===== src/design/stackPkg.sv =====
/* levelStatus takes plain unsigned values, so callers of any index width zero-extend into it
   Opcode slot 5 is SETLIMIT; the cut-and-push operation is not supported */
`default_nettype none

package stackPkg;

  typedef enum logic [2:0] {
    PEEK     = 3'd0,  // Report top of stack
    PUSH     = 3'd1,
    POP      = 3'd2,  // Exactly one entry
    REPLACE  = 3'd3,
    CUT      = 3'd4,  // Index down to pos
    SETLIMIT = 3'd5,  // Underflow limit from pos
    GET      = 3'd6,
    SET      = 3'd7
  } opE;

  typedef enum logic [2:0] {
    NONE      = 3'd0,
    EMPTY     = 3'd1,
    FULL      = 3'd2,
    UNDERFLOW = 3'd3,
    OVERFLOW  = 3'd4,
    BADINDEX  = 3'd5,
    BADOFFSET = 3'd6
  } statusE;

  // Level reported after a successful operation, checked in this order
  function automatic statusE levelStatus(
    input int unsigned index,
    input int unsigned limit,
    input int unsigned depth
  );
    if (index == depth) begin
      return FULL;
    end else if (index == limit) begin
      return EMPTY;
    end else if (index < limit) begin
      return UNDERFLOW;  // Limit was raised above the current top
    end
    return NONE;
  endfunction

endpackage

`default_nettype wire

===== src/design/stackIf.sv =====
/* One link per context. The dispatcher also watches done, so it never starts a
   frame that still holds an unclaimed result */
`timescale 1ns/1ps
`default_nettype none

interface stackIf #(
  parameter int WIDTH = 8,
  parameter int DEPTH = 16
);
  localparam int IW = $clog2(DEPTH + 1);

  // Command side
  logic             req;
  stackPkg::opE     op;
  logic [WIDTH-1:0] data;
  logic [IW-1:0]    pos;

  // Result side, held while done is high
  logic             ack;
  logic             done;
  stackPkg::statusE status;
  logic [WIDTH-1:0] value;
  logic [IW-1:0]    index;

  logic             take;  // One-cycle claim from the collector

  modport dispatch (output req, op, data, pos, input ack, done);

  modport frame (
    input  req, op, data, pos, take,
    output ack, done, status, value, index
  );

  modport collect (input done, status, value, index, output take);

endinterface

`default_nettype wire


===== src/design/stackFrame.sv =====
/* Executes one operation per req and holds the result until the collector takes it
   DEPTH entries in a register array; positions are 0 at the bottom */
`timescale 1ns/1ps
`default_nettype none

module stackFrame #(
  parameter int WIDTH = 8,
  parameter int DEPTH = 16,
  localparam int IW   = $clog2(DEPTH + 1),
  localparam int AW   = (DEPTH > 1) ? $clog2(DEPTH) : 1
) (
  input logic   clk,
  input logic   reset,
  stackIf.frame link
);

  logic [WIDTH-1:0] mem [DEPTH];

  logic [IW-1:0]    indexR;  // Number of live entries
  logic [IW-1:0]    limitR;  // Underflow limit
  logic             ackR;
  logic             doneR;
  stackPkg::statusE statusR;
  logic [WIDTH-1:0] valueR;

  logic             start;
  logic [IW-1:0]    nIndex;
  logic [IW-1:0]    nLimit;
  stackPkg::statusE nStatus;
  stackPkg::statusE fault;
  logic [WIDTH-1:0] nValue;
  logic             we;
  logic [IW-1:0]    wAddr;
  logic             rdGet;
  logic             belowTop;  // GET or SET that leaves the top alone

  // New request only when the previous one is fully closed and claimed
  assign start = link.req && !ackR && !doneR;

  always_comb begin
    nIndex   = indexR;
    nLimit   = limitR;
    fault    = stackPkg::NONE;
    we       = 1'b0;
    wAddr    = indexR;
    rdGet    = 1'b0;
    belowTop = 1'b0;

    case (link.op)
      stackPkg::PUSH: begin
        if (indexR == DEPTH) begin
          fault = stackPkg::OVERFLOW;
        end else begin
          we     = 1'b1;
          wAddr  = indexR;
          nIndex = indexR + 1'b1;
        end
      end
      stackPkg::POP: begin
        if (indexR <= limitR) begin
          fault = stackPkg::UNDERFLOW;
        end else begin
          nIndex = indexR - 1'b1;
        end
      end
      stackPkg::REPLACE: begin
        if (indexR <= limitR) begin
          fault = stackPkg::UNDERFLOW;
        end else begin
          we    = 1'b1;
          wAddr = indexR - 1'b1;
        end
      end
      stackPkg::CUT: begin
        if (link.pos > indexR) begin
          fault = stackPkg::BADINDEX;  // Only moves down
        end else begin
          nIndex = link.pos;
        end
      end
      stackPkg::SETLIMIT: begin
        if (link.pos > DEPTH) begin
          fault = stackPkg::BADINDEX;
        end else begin
          nLimit = link.pos;
        end
      end
      stackPkg::GET: begin
        if (link.pos >= indexR) begin
          fault = stackPkg::BADOFFSET;
        end else begin
          rdGet    = 1'b1;
          belowTop = (link.pos != indexR - 1'b1);
        end
      end
      stackPkg::SET: begin
        if (link.pos >= indexR) begin
          fault = stackPkg::BADOFFSET;
        end else begin
          we       = 1'b1;
          wAddr    = link.pos;
          belowTop = (link.pos != indexR - 1'b1);
        end
      end
      default: begin
        // PEEK changes nothing
      end
    endcase

    if (fault != stackPkg::NONE) begin
      nStatus = fault;
    end else if (belowTop) begin
      nStatus = stackPkg::NONE;
    end else begin
      nStatus = stackPkg::levelStatus(nIndex, nLimit, DEPTH);
    end

    // Entry below the new index, bypassing a write that lands there
    if (rdGet) begin
      nValue = mem[link.pos[AW-1:0]];
    end else if (nIndex == '0) begin
      nValue = '0;
    end else if (we && wAddr == nIndex - 1'b1) begin
      nValue = link.data;
    end else begin
      nValue = mem[AW'(nIndex - 1'b1)];
    end
  end

  always_ff @(posedge clk) begin
    if (reset) begin
      ackR    <= 1'b0;
      doneR   <= 1'b0;
      indexR  <= '0;
      limitR  <= '0;
      statusR <= stackPkg::EMPTY;
    end else if (start) begin
      ackR    <= 1'b1;
      doneR   <= 1'b1;
      indexR  <= nIndex;
      limitR  <= nLimit;
      statusR <= nStatus;
    end else begin
      if (ackR && !link.req) begin
        ackR <= 1'b0;
      end
      if (link.take) begin
        doneR <= 1'b0;
      end
    end
  end

  always_ff @(posedge clk) begin
    if (start) begin
      valueR <= nValue;
    end
    if (start && we) begin
      mem[wAddr[AW-1:0]] <= link.data;
    end
  end

  assign link.ack    = ackR;
  assign link.done   = doneR;
  assign link.status = statusR;
  assign link.value  = valueR;
  assign link.index  = indexR;

  indexBound: assert property (@(posedge clk) disable iff (reset)
    indexR <= DEPTH)
    else $error("index %0d above DEPTH", indexR);

  // Dispatcher holds req until it sees ack
  ackOnReq: assert property (@(posedge clk) disable iff (reset)
    $rose(ackR) |-> link.req)
    else $error("ack raised without req");

endmodule

`default_nettype wire


===== src/flat_wrapper.sv =====
// flat-port wrapper written by rule: the top's interface ports become plain ports
module stackFrame_flat 
#(
  parameter int WIDTH = 8,
  parameter int DEPTH = 16,
  localparam int IW   = $clog2(DEPTH + 1),
  localparam int AW   = (DEPTH > 1) ? $clog2(DEPTH) : 1
)
  (clk, reset, link_req, link_op, link_data, link_pos, link_take, link_ack, link_done, link_status, link_value, link_index);
  stackIf #(.WIDTH(WIDTH), .DEPTH(DEPTH)) link_i ();
  input logic clk;
  input logic reset;
  input wire logic [$bits(link_i.req)-1:0] link_req;
  input wire logic [$bits(link_i.op)-1:0] link_op;
  input wire logic [$bits(link_i.data)-1:0] link_data;
  input wire logic [$bits(link_i.pos)-1:0] link_pos;
  input wire logic [$bits(link_i.take)-1:0] link_take;
  output wire logic [$bits(link_i.ack)-1:0] link_ack;
  output wire logic [$bits(link_i.done)-1:0] link_done;
  output wire logic [$bits(link_i.status)-1:0] link_status;
  output wire logic [$bits(link_i.value)-1:0] link_value;
  output wire logic [$bits(link_i.index)-1:0] link_index;
  assign link_i.req = link_req;
  assign link_i.op = link_op;
  assign link_i.data = link_data;
  assign link_i.pos = link_pos;
  assign link_i.take = link_take;
  assign link_ack = link_i.ack;
  assign link_done = link_i.done;
  assign link_status = link_i.status;
  assign link_value = link_i.value;
  assign link_index = link_i.index;
  stackFrame #(.WIDTH(WIDTH), .DEPTH(DEPTH)) u_core (.clk(clk), .reset(reset), .link(link_i));
endmodule

===== config.mk =====
export PLATFORM = sky130hd
export DESIGN_NAME = stackFrame_flat
export DESIGN_NICKNAME = d
export VERILOG_FILES = /design/src/design/stackPkg.sv /design/src/design/stackIf.sv /design/src/design/stackFrame.sv /design/src/flat_wrapper.sv
export SDC_FILE = /design/constraint.sdc
export NUM_CORES = 1
export LEC_CHECK = 0
export BUFFER_PORTS_ARGS = -buffer_cell sky130_fd_sc_hd__buf_2
export CAP_MARGIN = 20
export CORE_MARGIN = 2
export CORE_UTILIZATION = 56
export CTS_CLUSTER_SIZE = 30
export DETAILED_ROUTE_END_ITERATION = 16
export GPL_TIMING_DRIVEN = 0
export MAX_ROUTING_LAYER = met4
export PLACE_DENSITY = 0.76
export SYNTH_ARGS = -nofsm -noshare
export SYNTH_HDL_FRONTEND = slang
export SYNTH_SLANG_ARGS = --single-unit
export TNS_END_PERCENT = 20

===== constraint.sdc =====
create_clock -name clk -period 4.9 [get_ports clk]
set_input_delay 0.98 -clock clk [delete_from_list [all_inputs] [get_ports clk]]
set_output_delay 0.98 -clock clk [all_outputs]
set_load 0.1 [all_outputs]

==> results of run 1 <==
## final timing paths
path	cells after the start	slack, ns	to
worst min-delay path	2	0.47	u_core.link.status[0]
worst min register to register	2	0.47	u_core.link.status[0]
worst max register to register	18	0.12	u_core.link.value[1]
worst max-delay path	18	0.12	u_core.link.value[1]
## cells in the final DEF, fill, tap and decap left out, types with 15 or more instances in the layout
master / count
mux2i_1: 15
o21ai_0: 32
nor2_1: 53
edfxtp_1: 136
ha_1: 17
nand3_1: 16
mux4_2: 63
clkbuf_16: 17
a21oi_1: 24
inv_1: 16
buf_2: 42
nand2_1: 35
## power by group
part / leakage, nW / switching (mW) / internal [mW]
Sequential: 1.35 / 0.0167 / 1.45
Clock: 0.280 / 0.502 / 0.802
Combinational: 1.64 / 0.731 / 0.397
Total: 3.28 / 1.25 / 2.65
## worst reg2reg max path, cell delays in order (launching register included)
cell,delay (ns)
dfxtp_4,0.39
buf_6,0.16
inv_1,0.07
ha_1,0.28
and3_1,0.22
a211oi_4,0.33
nor2_1,0.12
buf_6,0.16
o21ai_0,0.18
a32o_2,0.24
inv_2,0.08
buf_6,0.16
buf_8,0.18
ha_2,0.18
or4_1,0.57
a221oi_2,0.34
o21ai_2,0.13
o211a_4,0.33
a221o_1,0.39
## cell families (layout without fill, tap and decap cells)
logic type,Yosys count,count (layout)
AND/OR/NAND/NOR,171,171
flip-flops,151,151
AO/OA/AOI/OAI,138,138
multiplexers,78,78
buffers and inverters,59,129
adder cells (fa/ha/maj),18,18
XOR/XNOR,11,11
## final cells by class
type / count / area, um^2
multi-input cells: 416 / 3830
fillers: 1037 / 5110
plain buffers: 36 / 204
well taps: 184 / 230
clock inverters: 11 / 149
repair buffers: 39 / 205
flip-flops and latches: 151 / 4390
inverters: 22 / 82.6
clock buffers: 21 / 440
## stage by stage
stage                     setup slack, ns  std cells
after floorplan                     0.123        626
after global placement             -0.816        845
after detailed placement           -0.916        845
after CTS                          0.0431        877
after global routing               0.0101        880
final                               0.120        880
## cell usage after synthesis, types with 8 or more instances
master	n
o21ai_0	32
a21oi_1	24
inv_1	16
a211oi_1	11
nor3_1	8
buf_1	8
nand2_1	35
xnor2_1	11
edfxtp_1	136
nand3_1	16
ha_1	18
nor2b_1	9
a221oi_1	8
a221o_1	9
clkbuf_1	16
dfxtp_1	15
mux2i_1	15
mux4_2	63
nor2_1	53
buf_2	8
## sequential cells by signal, summed over array words and instances, names as in the netlist
| register | count |
|---|---|
| u_core.mem | 128 |
| u_core.link.index | 5 |
| u_core.limitR | 5 |
| u_core.link.value | 8 |
| u_core.link.status | 3 |
| u_core.link.ack | 1 |
| u_core.link.done | 1 |
## metal layers
layer	track usage	up-vias	part of all wire
met5	-	-	0
met4	0.106	0	0.026
met3	0.0886	54	0.13
met2	0.456	499	0.44
met1	0.451	3072	0.40
li1	-	2647	-
## timing repair
action | CTS | global route
setup buffers | 1 | 3
pin swaps | 1 | 4
gates resized for setup | 11 | 10
endpoints found under the setup margin | 8 | 8
==> results.py, run 1 <==
metrics = {
    "status": {
        "outcome": "finished clean",
    },
    "worst_setup_path": {
        "worstSetupPathType": "flip-flop to flip-flop",
        "startpoint": "u_core.link.index[0]",
        "worstPathCellList": "buf_6 > inv_1 > ha_1 > and3_1 > a211oi_4 > nor2_1 > buf_6 > o21ai_0 > a32o_2 > inv_2 > buf_6 > buf_8 > ha_2 > or4_1 > a221oi_2 > o21ai_2 > o211a_4 > a221o_1",
        "crit_slowest_cell": "or4_1",
        "cp-end-kind": "flip-flop",
        "slowest_delay_ns": 0.57,
        "rr_startpoint": "u_core.link.index[0]",
        "startpoint_type": "flip-flop",
        "cp.required_ns": 5.05,
        "cpMostUsedCell": "buf_6",
        "critPathBufInv": 6,
        "cp_max_fo": 11,
        "arrival_ns": 4.93,
        "cp_top_family": "compound AO/OA/AOI/OAI gates",
    },
    "grt": {
        "grt_pass1_vias": 6075,
        "track_usage": 0.320,
        "overflow": 0,
        "grt_max_degree": 18,
        "antenna_found_initial": 0,
        "grt_first_pass_wirelength_um": 36500,
    },
    "placement": {
        "place_congestion": 0.986,
        "place_area_um2": 8870,
        "io_buffers": 35,
        "hpwlAfterDp_um": 17000,
    },
    "timing": {
        "skew_ns": 0.00883,
        "maxSlewViolCount": 0,
        "tightestPinTransition_ns": 1.10,
        "fmax_mhz": 209,
        "timing.final.crit_share": 0.975,
        "fin_setup_tns_ns": 0,
        "finalSetupViolations": 0,
        "rsz0062_at_grt": "no",
        "relSlewSlack": 0.262,
        "hold_ws_ns": 0.471,
        "hold_viol": 0,
        "post-route-min-period_ns": 4.78,
    },
    "logic_synthesis": {
        "synth_top_area_share": 0.483,
        "synth_top_family_by_area": "multiplexers",
        "ys_ff_latch": 151,
        "synth-main-ff-cell": "edfxtp_1",
        "netlist_area_um2": 8460,
        "yosysSeqAreaShare": 0.518,
        "synth_area_per_cell_um2": 13.5,
        "synth_simple_gate_area_frac": 0.103,
        "synth_nets": 664,
        "synthCells": 626,
        "async_reset_ff_frac": 0,
        "synth_cell_types": 72,
        "yosys.area.top_type": "edfxtp_1",
        "yosysWarnings": 0,
        "synth_xor_area_frac": 0.0114,
        "synth_edf_count": 136,
        "synth_compound_area_frac": 0.124,
        "synthAdderAreaFrac": 0.0266,
        "synth_mux_area_frac": 0.186,
        "yosys-top-cells-area": "edfxtp_1 48%, mux4_2 17%, dfxtp_1 3.6%",
    },
    "floorplan": {
        "initial_utilization": 0.578,
        "ios": 38,
        "rows": 44,
        "dieArea_um2": 16100,
        "core-area_um2": 14600,
        "dieHeight_um": 127,
        "die_w_um": 127,
    },
    "route": {
        "wl_per_cell_um": 27.4,
        "drt_wl_total_um": 24100,
        "drtIter0Drc": 959,
        "drtPass1Iterations": 6,
        "route.vias.total": 6272,
        "ant_nets": 0,
        "via_per_inst": 7.13,
        "drc": 0,
    },
    "layout": {
        "finish.utilization": 0.651,
        "drive_gt1_frac": 0.272,
        "synthToLayoutAreaGrowth_pct": 12.8,
        "antenna_cells": 0,
        "fin_area_um2": 9540,
        "num-nets-final": 721,
    },
    "power_and_ir_drop": {
        "power.total_mw": 3.90,
        "leakage_nw": 3.28,
        "powerDensity_nw_per_um2": 409,
        "vdd_drop_max_mv": 0.319,
    },
    "clock_tree": {
        "cts_tree": "yes",
        "cts_root_buf": "clkbuf_16",
        "clock-sinks": 151,
        "clockBufferDepth": 2,
        "cts_hold_buffers": 0,
        "clock_latency_ns": 0.43,
        "cts_made_buffers": 17,
        "cts_max_level": 4,
        "cts.clk_slew.worst_paths_ns": 0.06,
    },
    "run": {
        "drv_cap": 0,
    },
    "hold_path": {
        "min_from": "u_core.link.status[0]",
        "hold_class": "flip-flop to flip-flop",
    },
}
Power figures use the tool's default switching activity.
==> inputs of run 2 (changes only) <==
--- a/config.mk
+++ b/config.mk
@@ -7,13 +7,15 @@
 export LEC_CHECK = 0
 export BUFFER_PORTS_ARGS = -buffer_cell sky130_fd_sc_hd__buf_2
 export CAP_MARGIN = 20
+export CELL_PAD_IN_SITES_DETAIL_PLACEMENT = 0
+export CELL_PAD_IN_SITES_GLOBAL_PLACEMENT = 1
 export CORE_MARGIN = 2
-export CORE_UTILIZATION = 56
+export CORE_UTILIZATION = 47
 export CTS_CLUSTER_SIZE = 30
 export DETAILED_ROUTE_END_ITERATION = 16
 export GPL_TIMING_DRIVEN = 0
 export MAX_ROUTING_LAYER = met4
-export PLACE_DENSITY = 0.76
+export PLACE_DENSITY_LB_ADDON = 0.1
 export SYNTH_ARGS = -nofsm -noshare
 export SYNTH_HDL_FRONTEND = slang
 export SYNTH_SLANG_ARGS = --single-unit
==> run 2 against run 1 <==
Compared with the run above:
- fmax increased by 0.56%
- global-route usage fell by 3.5 points
- flip-flop and latch count stayed put
- die area is 19% higher
- non-clock buffer count rose by 12
- critical path type unchanged
- largest cell class unchanged
==> results.py, run 2 (same netlist as run 1, synthesis figures left out) <==
metrics = {
    "hold_path": {
        "hold_class": "flip-flop to flip-flop",
    },
    "grt": {
        "track_usage": 0.285,
        "antenna_found_initial": 0,
        "grt_max_degree": 18,
        "grt_first_pass_wirelength_um": 38600,
        "overflow": 0,
        "grt_pass1_vias": 6115,
    },
    "clock_tree": {
        "cts_max_level": 4,
        "cts_tree": "yes",
        "cts.clk_slew.worst_paths_ns": 0.06,
        "cts_made_buffers": 17,
        "clock_latency_ns": 0.42,
        "clockBufferDepth": 2,
        "cts_root_buf": "clkbuf_16",
        "clock-sinks": 151,
    },
    "floorplan": {
        "dieHeight_um": 138,
        "rows": 49,
        "die_w_um": 138,
        "ios": 38,
        "dieArea_um2": 19100,
        "initial_utilization": 0.476,
        "core-area_um2": 17800,
    },
    "run": {
        "drv_cap": 0,
    },
    "layout": {
        "antenna_cells": 0,
        "drive_gt1_frac": 0.295,
        "largest_register_ff_count": 128,
        "layout_commonest_cell": "edfxtp_1",
        "fin_area_um2": 9730,
        "num-nets-final": 733,
        "layout_common_cells": "136 x edfxtp_1, 63 x mux4_2, 53 x nor2_1",
        "synthToLayoutAreaGrowth_pct": 15.0,
        "n_fill_cell": 1505,
    },
    "route": {
        "ant_nets": 0,
        "drtIter0Drc": 675,
        "drt_wl_total_um": 26100,
        "via_per_inst": 6.64,
        "drtPass1Iterations": 5,
        "drc": 0,
        "wl_per_cell_um": 27.8,
        "route.vias.total": 6225,
    },
    "power_and_ir_drop": {
        "p_clk_frac": 0.322,
        "vdd_drop_max_mv": 0.261,
        "leakage_nw": 3.35,
        "seqPwrFrac": 0.383,
        "power.share.combinational": 0.295,
        "p_int_mw": 2.55,
        "power.total_mw": 3.83,
        "powerDensity_nw_per_um2": 394,
        "swShare": 0.334,
        "switching_power_mw": 1.28,
    },
    "placement": {
        "place_area_um2": 9060,
        "hpwlAfterDp_um": 18100,
        "post-place-ws_ns": -1.12,
        "place_congestion": 0.920,
        "io_buffers": 35,
    },
    "timing": {
        "post-route-min-period_ns": 4.75,
        "hold_viol": 0,
        "timing.final.crit_share": 0.970,
        "skew_ns": 0.00659,
        "maxSlewViolCount": 0,
        "finalSetupViolations": 0,
        "fmax_mhz": 210,
        "relSlewSlack": 0.317,
        "timing.final.ws_setup_ns": 0.147,
        "rsz0062_at_grt": "no",
        "tightestPinTransition_ns": 1.02,
    },
    "worst_setup_path": {
        "arrival_ns": 4.92,
        "startpoint_type": "flip-flop",
        "cp-end-kind": "flip-flop",
        "worstSetupPathType": "flip-flop to flip-flop",
        "cp_max_fo": 11,
        "cp.required_ns": 5.06,
    },
    "status": {
        "outcome": "finished clean",
    },
}
run 2: through the flow:
step                cells  utilization  setup TNS [ns]  hold slack, ns
floorplan             626            -               0           0.453
global placement      890        0.502          -13.14           0.448
detailed placement    901        0.510           -9.99           0.460
CTS                   934        0.544               0           0.476
global route          937        0.547               0           0.509
finish                937        0.547               0           0.478
run 2: metal layers:
metal | share of wire | up-vias | routed length [um] | track usage
met5 | 0 | - | 0 | -
met4 | 0.044 | 0 | 1160 | 0.149
met3 | 0.075 | 70 | 1950 | 0.0464
met2 | 0.48 | 364 | 12600 | 0.444
met1 | 0.40 | 3124 | 10300 | 0.363
li1 | - | 2667 | - | -
run 2: cell type report:
class	count	area, um^2	area share
Buffer	35	211	0.0217
Tap cell	229	287	0.0294
Clock buffer	18	429	0.0441
Multi-Input combinational cell	416	3850	0.396
Timing Repair Buffer	52	353	0.0363
Clock inverter	14	126	0.0130
Inverter	22	82.6	0.00849
Sequential cell	151	4390	0.451
run 2: path summary, 6_finish.rpt:
kind                         startpoint                    end  slack, ns  cells after the start
setup reg to reg   u_core.link.index[0]   u_core.link.value[3]       0.15                     18
hold / removal    u_core.link.status[0]  u_core.link.status[0]       0.48                      2
hold reg to reg   u_core.link.status[0]  u_core.link.status[0]       0.48                      2
setup / recovery   u_core.link.index[0]   u_core.link.value[3]       0.15                     18
run 2: critical path, cell delays in order (launching register included):
cell and delay [ns]:
dfxtp_4 0.40, buf_6 0.15, inv_1 0.10, ha_1 0.31
and3_2 0.22, a211oi_4 0.31, nor2_1 0.12, buf_6 0.16
o21ai_0 0.15, a32o_2 0.23, inv_2 0.08, buf_6 0.16
buf_8 0.17, ha_1 0.20, or4_1 0.57, a221oi_2 0.32
o21ai_2 0.12, o211a_4 0.33, a221o_1 0.38
run 2: power by group through the flow:
| stage | Sequential (mW) | Clock [mW] | Combinational, mW |
|---|---|---|---|
| global placement | 1.49 | 0 | 1.08 |
| CTS | 1.46 | 1.25 | 1.11 |
| floorplan | 1.65 | 0 | 0.634 |
| detailed placement | 1.49 | 0 | 1.09 |
| finish | 1.47 | 1.23 | 1.13 |
| global route | 1.47 | 1.30 | 1.20 |
run 2: repair_timing:
| action | 4_1_cts | 5_1_grt |
|---|---|---|
| gates resized for setup | 17 | 10 |
| setup buffers | 1 | 2 |
| setup endpoints to repair | 8 | 8 |
| pin swaps | 1 | 5 |
| hold buffers | 0 | 0 |
==> inputs of run 3 (changes only) <==
--- a/config.mk
+++ b/config.mk
@@ -10,7 +10,8 @@
 export CELL_PAD_IN_SITES_DETAIL_PLACEMENT = 0
 export CELL_PAD_IN_SITES_GLOBAL_PLACEMENT = 1
 export CORE_MARGIN = 2
-export CORE_UTILIZATION = 47
+export CORE_UTILIZATION = 48
+export CTS_BUF_LIST = sky130_fd_sc_hd__clkbuf_2
 export CTS_CLUSTER_SIZE = 30
 export DETAILED_ROUTE_END_ITERATION = 16
 export GPL_TIMING_DRIVEN = 0
==> run 3 against run 2 <==
Compared with the run above:
- fmax decreased by 0.59%
- clock power is 45% lower
- clock skew rose by 0.046 ns
- die area decreased by 2.0%
- first-iteration DRC count fell by 17%
- wire length decreased by 5.5%
- global-route usage shrank 0.20 points
- sequential share of layout area rose by 1.9 points
- setup slack lost 0.028 ns
- count of clock-buffer cells in the layout shrank 1
- combinational power is essentially flat
- critical path type unchanged
- largest cell class unchanged
- highest routed layer unchanged
==> results.py, run 3 (same netlist as run 1, synthesis figures left out) <==
metrics = {
    "timing": {
        "finalSetupViolations": 0,
        "timing.final.ws_setup_ns": 0.119,
        "post-route-min-period_ns": 4.78,
        "hold_viol": 0,
        "maxSlewViolCount": 0,
        "timing.final.crit_share": 0.976,
        "skew_ns": 0.0524,
        "tightestPinTransition_ns": 1.16,
        "relSlewSlack": 0.226,
        "fmax_mhz": 209,
        "hold_ws_ns": 0.445,
    },
    "worst_setup_path": {
        "worstSetupPathType": "flip-flop to flip-flop",
        "cp_max_fo": 11,
        "startpoint": "u_core.link.index[0]",
        "cp-end-kind": "flip-flop",
        "cp_top_family": "compound AO/OA/AOI/OAI gates",
        "rr_startpoint": "u_core.link.index[0]",
        "endpoint": "u_core.link.value[4]",
        "arrival_ns": 5.28,
        "critPathBufInv": 6,
        "crit_slowest_cell": "or4_1",
        "r2r_cells": 18,
        "path_depth": 18,
        "startpoint_type": "flip-flop",
        "slowest_delay_ns": 0.57,
        "cp.required_ns": 5.39,
        "r2r_end": "u_core.link.value[4]",
        "worstPathCellList": "buf_4 > inv_1 > ha_1 > and3_2 > a211oi_4 > buf_4 > or3_1 > nand4b_1 > a32o_2 > inv_2 > buf_6 > buf_8 > ha_1 > or4_1 > a221oi_2 > o21ai_2 > o211a_4 > a221o_1",
        "r2r_slack_ns": 0.12,
    },
    "clock_tree": {
        "clock-sinks": 151,
        "cts.clk_slew.worst_paths_ns": 0.26,
        "cts_made_buffers": 17,
        "cts_max_level": 4,
        "cts_root_buf": "clkbuf_2",
        "clockBufferDepth": 2,
        "clock_latency_ns": 0.75,
        "cts_hold_buffers": 0,
        "cts_tree": "yes",
    },
    "floorplan": {
        "dieArea_um2": 18700,
        "initial_utilization": 0.491,
        "dieHeight_um": 137,
        "ios": 38,
        "die_w_um": 137,
        "rows": 48,
        "core-area_um2": 17200,
    },
    "grt": {
        "antenna_found_initial": 2,
        "overflow": 0,
        "grt_first_pass_wirelength_um": 36200,
        "grt_pass1_vias": 6052,
        "grt_max_degree": 18,
        "track_usage": 0.283,
    },
    "run": {
        "drv_cap": 0,
    },
    "layout": {
        "synthToLayoutAreaGrowth_pct": 10.3,
        "drive_gt1_frac": 0.293,
        "layout_common_cells": "136 x edfxtp_1, 63 x mux4_2, 52 x nor2_1",
        "layout_commonest_cell": "edfxtp_1",
        "largest_register_ff_count": 128,
        "num-nets-final": 731,
    },
    "route": {
        "drtIter0Drc": 560,
        "drtPass1Iterations": 5,
        "drt_wl_total_um": 24600,
        "route.vias.total": 6126,
        "ant_nets": 0,
        "wl_per_cell_um": 26.4,
        "via_per_inst": 6.57,
        "drc": 0,
    },
    "placement": {
        "hpwlAfterDp_um": 17400,
        "io_buffers": 35,
        "post-place-ws_ns": -0.872,
        "place_congestion": 0.873,
    },
    "hold_path": {
        "hold_class": "input port to flip-flop",
    },
    "power_and_ir_drop": {
        "powerDensity_nw_per_um2": 349,
        "leakage_nw": 3.18,
        "vdd_drop_max_mv": 0.199,
    },
    "status": {
        "outcome": "finished clean",
    },
}
## run 3: power breakdown
group / internal, mW / switching (mW)
registers: 1.44 / 0.0177
clock network: 0.196 / 0.480
logic: 0.406 / 0.716
total: 2.05 / 1.21
## run 3: stage by stage
step	instances	cell area, um^2	utilization	power (mW)	setup TNS [ns]
floorplan	626	8460	-	2.29	0
global placement	886	8920	0.518	2.55	-6.68
detailed placement	887	8930	0.518	2.57	-6.60
CTS	921	9210	0.535	3.25	0
global route	933	9330	0.541	3.41	-0.00628
finish	933	9330	0.541	3.26	0
## run 3: how the worst min path moves through the flow
stage	startpoint	to	slack, ns	depth (start not counted)
5_1_grt	link_req	u_core.link.ack	0.38	2
3_5_place_dp	u_core.link.status[0]	u_core.link.status[0]	0.46	2
3_3_place_gp	u_core.link.status[0]	u_core.link.status[0]	0.45	2
4_1_cts	link_take	u_core.link.done	0.39	3
2_1_floorplan	u_core.limitR[0]	u_core.limitR[0]	0.45	2
6_report	link_take	u_core.link.done	0.45	3
## run 3: what timing repair did
action	in CTS	in global routing
resized for setup	13	10
buffers inserted	3	7
hold endpoints to repair	0	0
setup endpoints to repair	8	8
pin swaps	2	4
## run 3: worst min-delay path: cells and delay by family
kind	cells	cell delay, ns
and+or+nand+nor	1	0.09
AOI/OAI and AO/OA	1	0.06
buffers and inverters	1	0.07
## run 3: per-layer routing
layer  part of all wire  GRT usage
met4              0.047      0.127
met3              0.065     0.0489
met5                  0          -
met1               0.39      0.346
met2               0.50      0.463
## run 3: cell type report
class                           instances  area [um^2]
Buffer                                 35          195
Clock buffer                           17         85.1
Antenna cell                            2         5.00
Fill cell                            1443         7900
Sequential cell                       151         4390
Multi-Input combinational cell        416         3840
Tap cell                              225          282
Timing Repair Buffer                   50          300
Inverter                               22         86.3
Clock inverter                         15          144
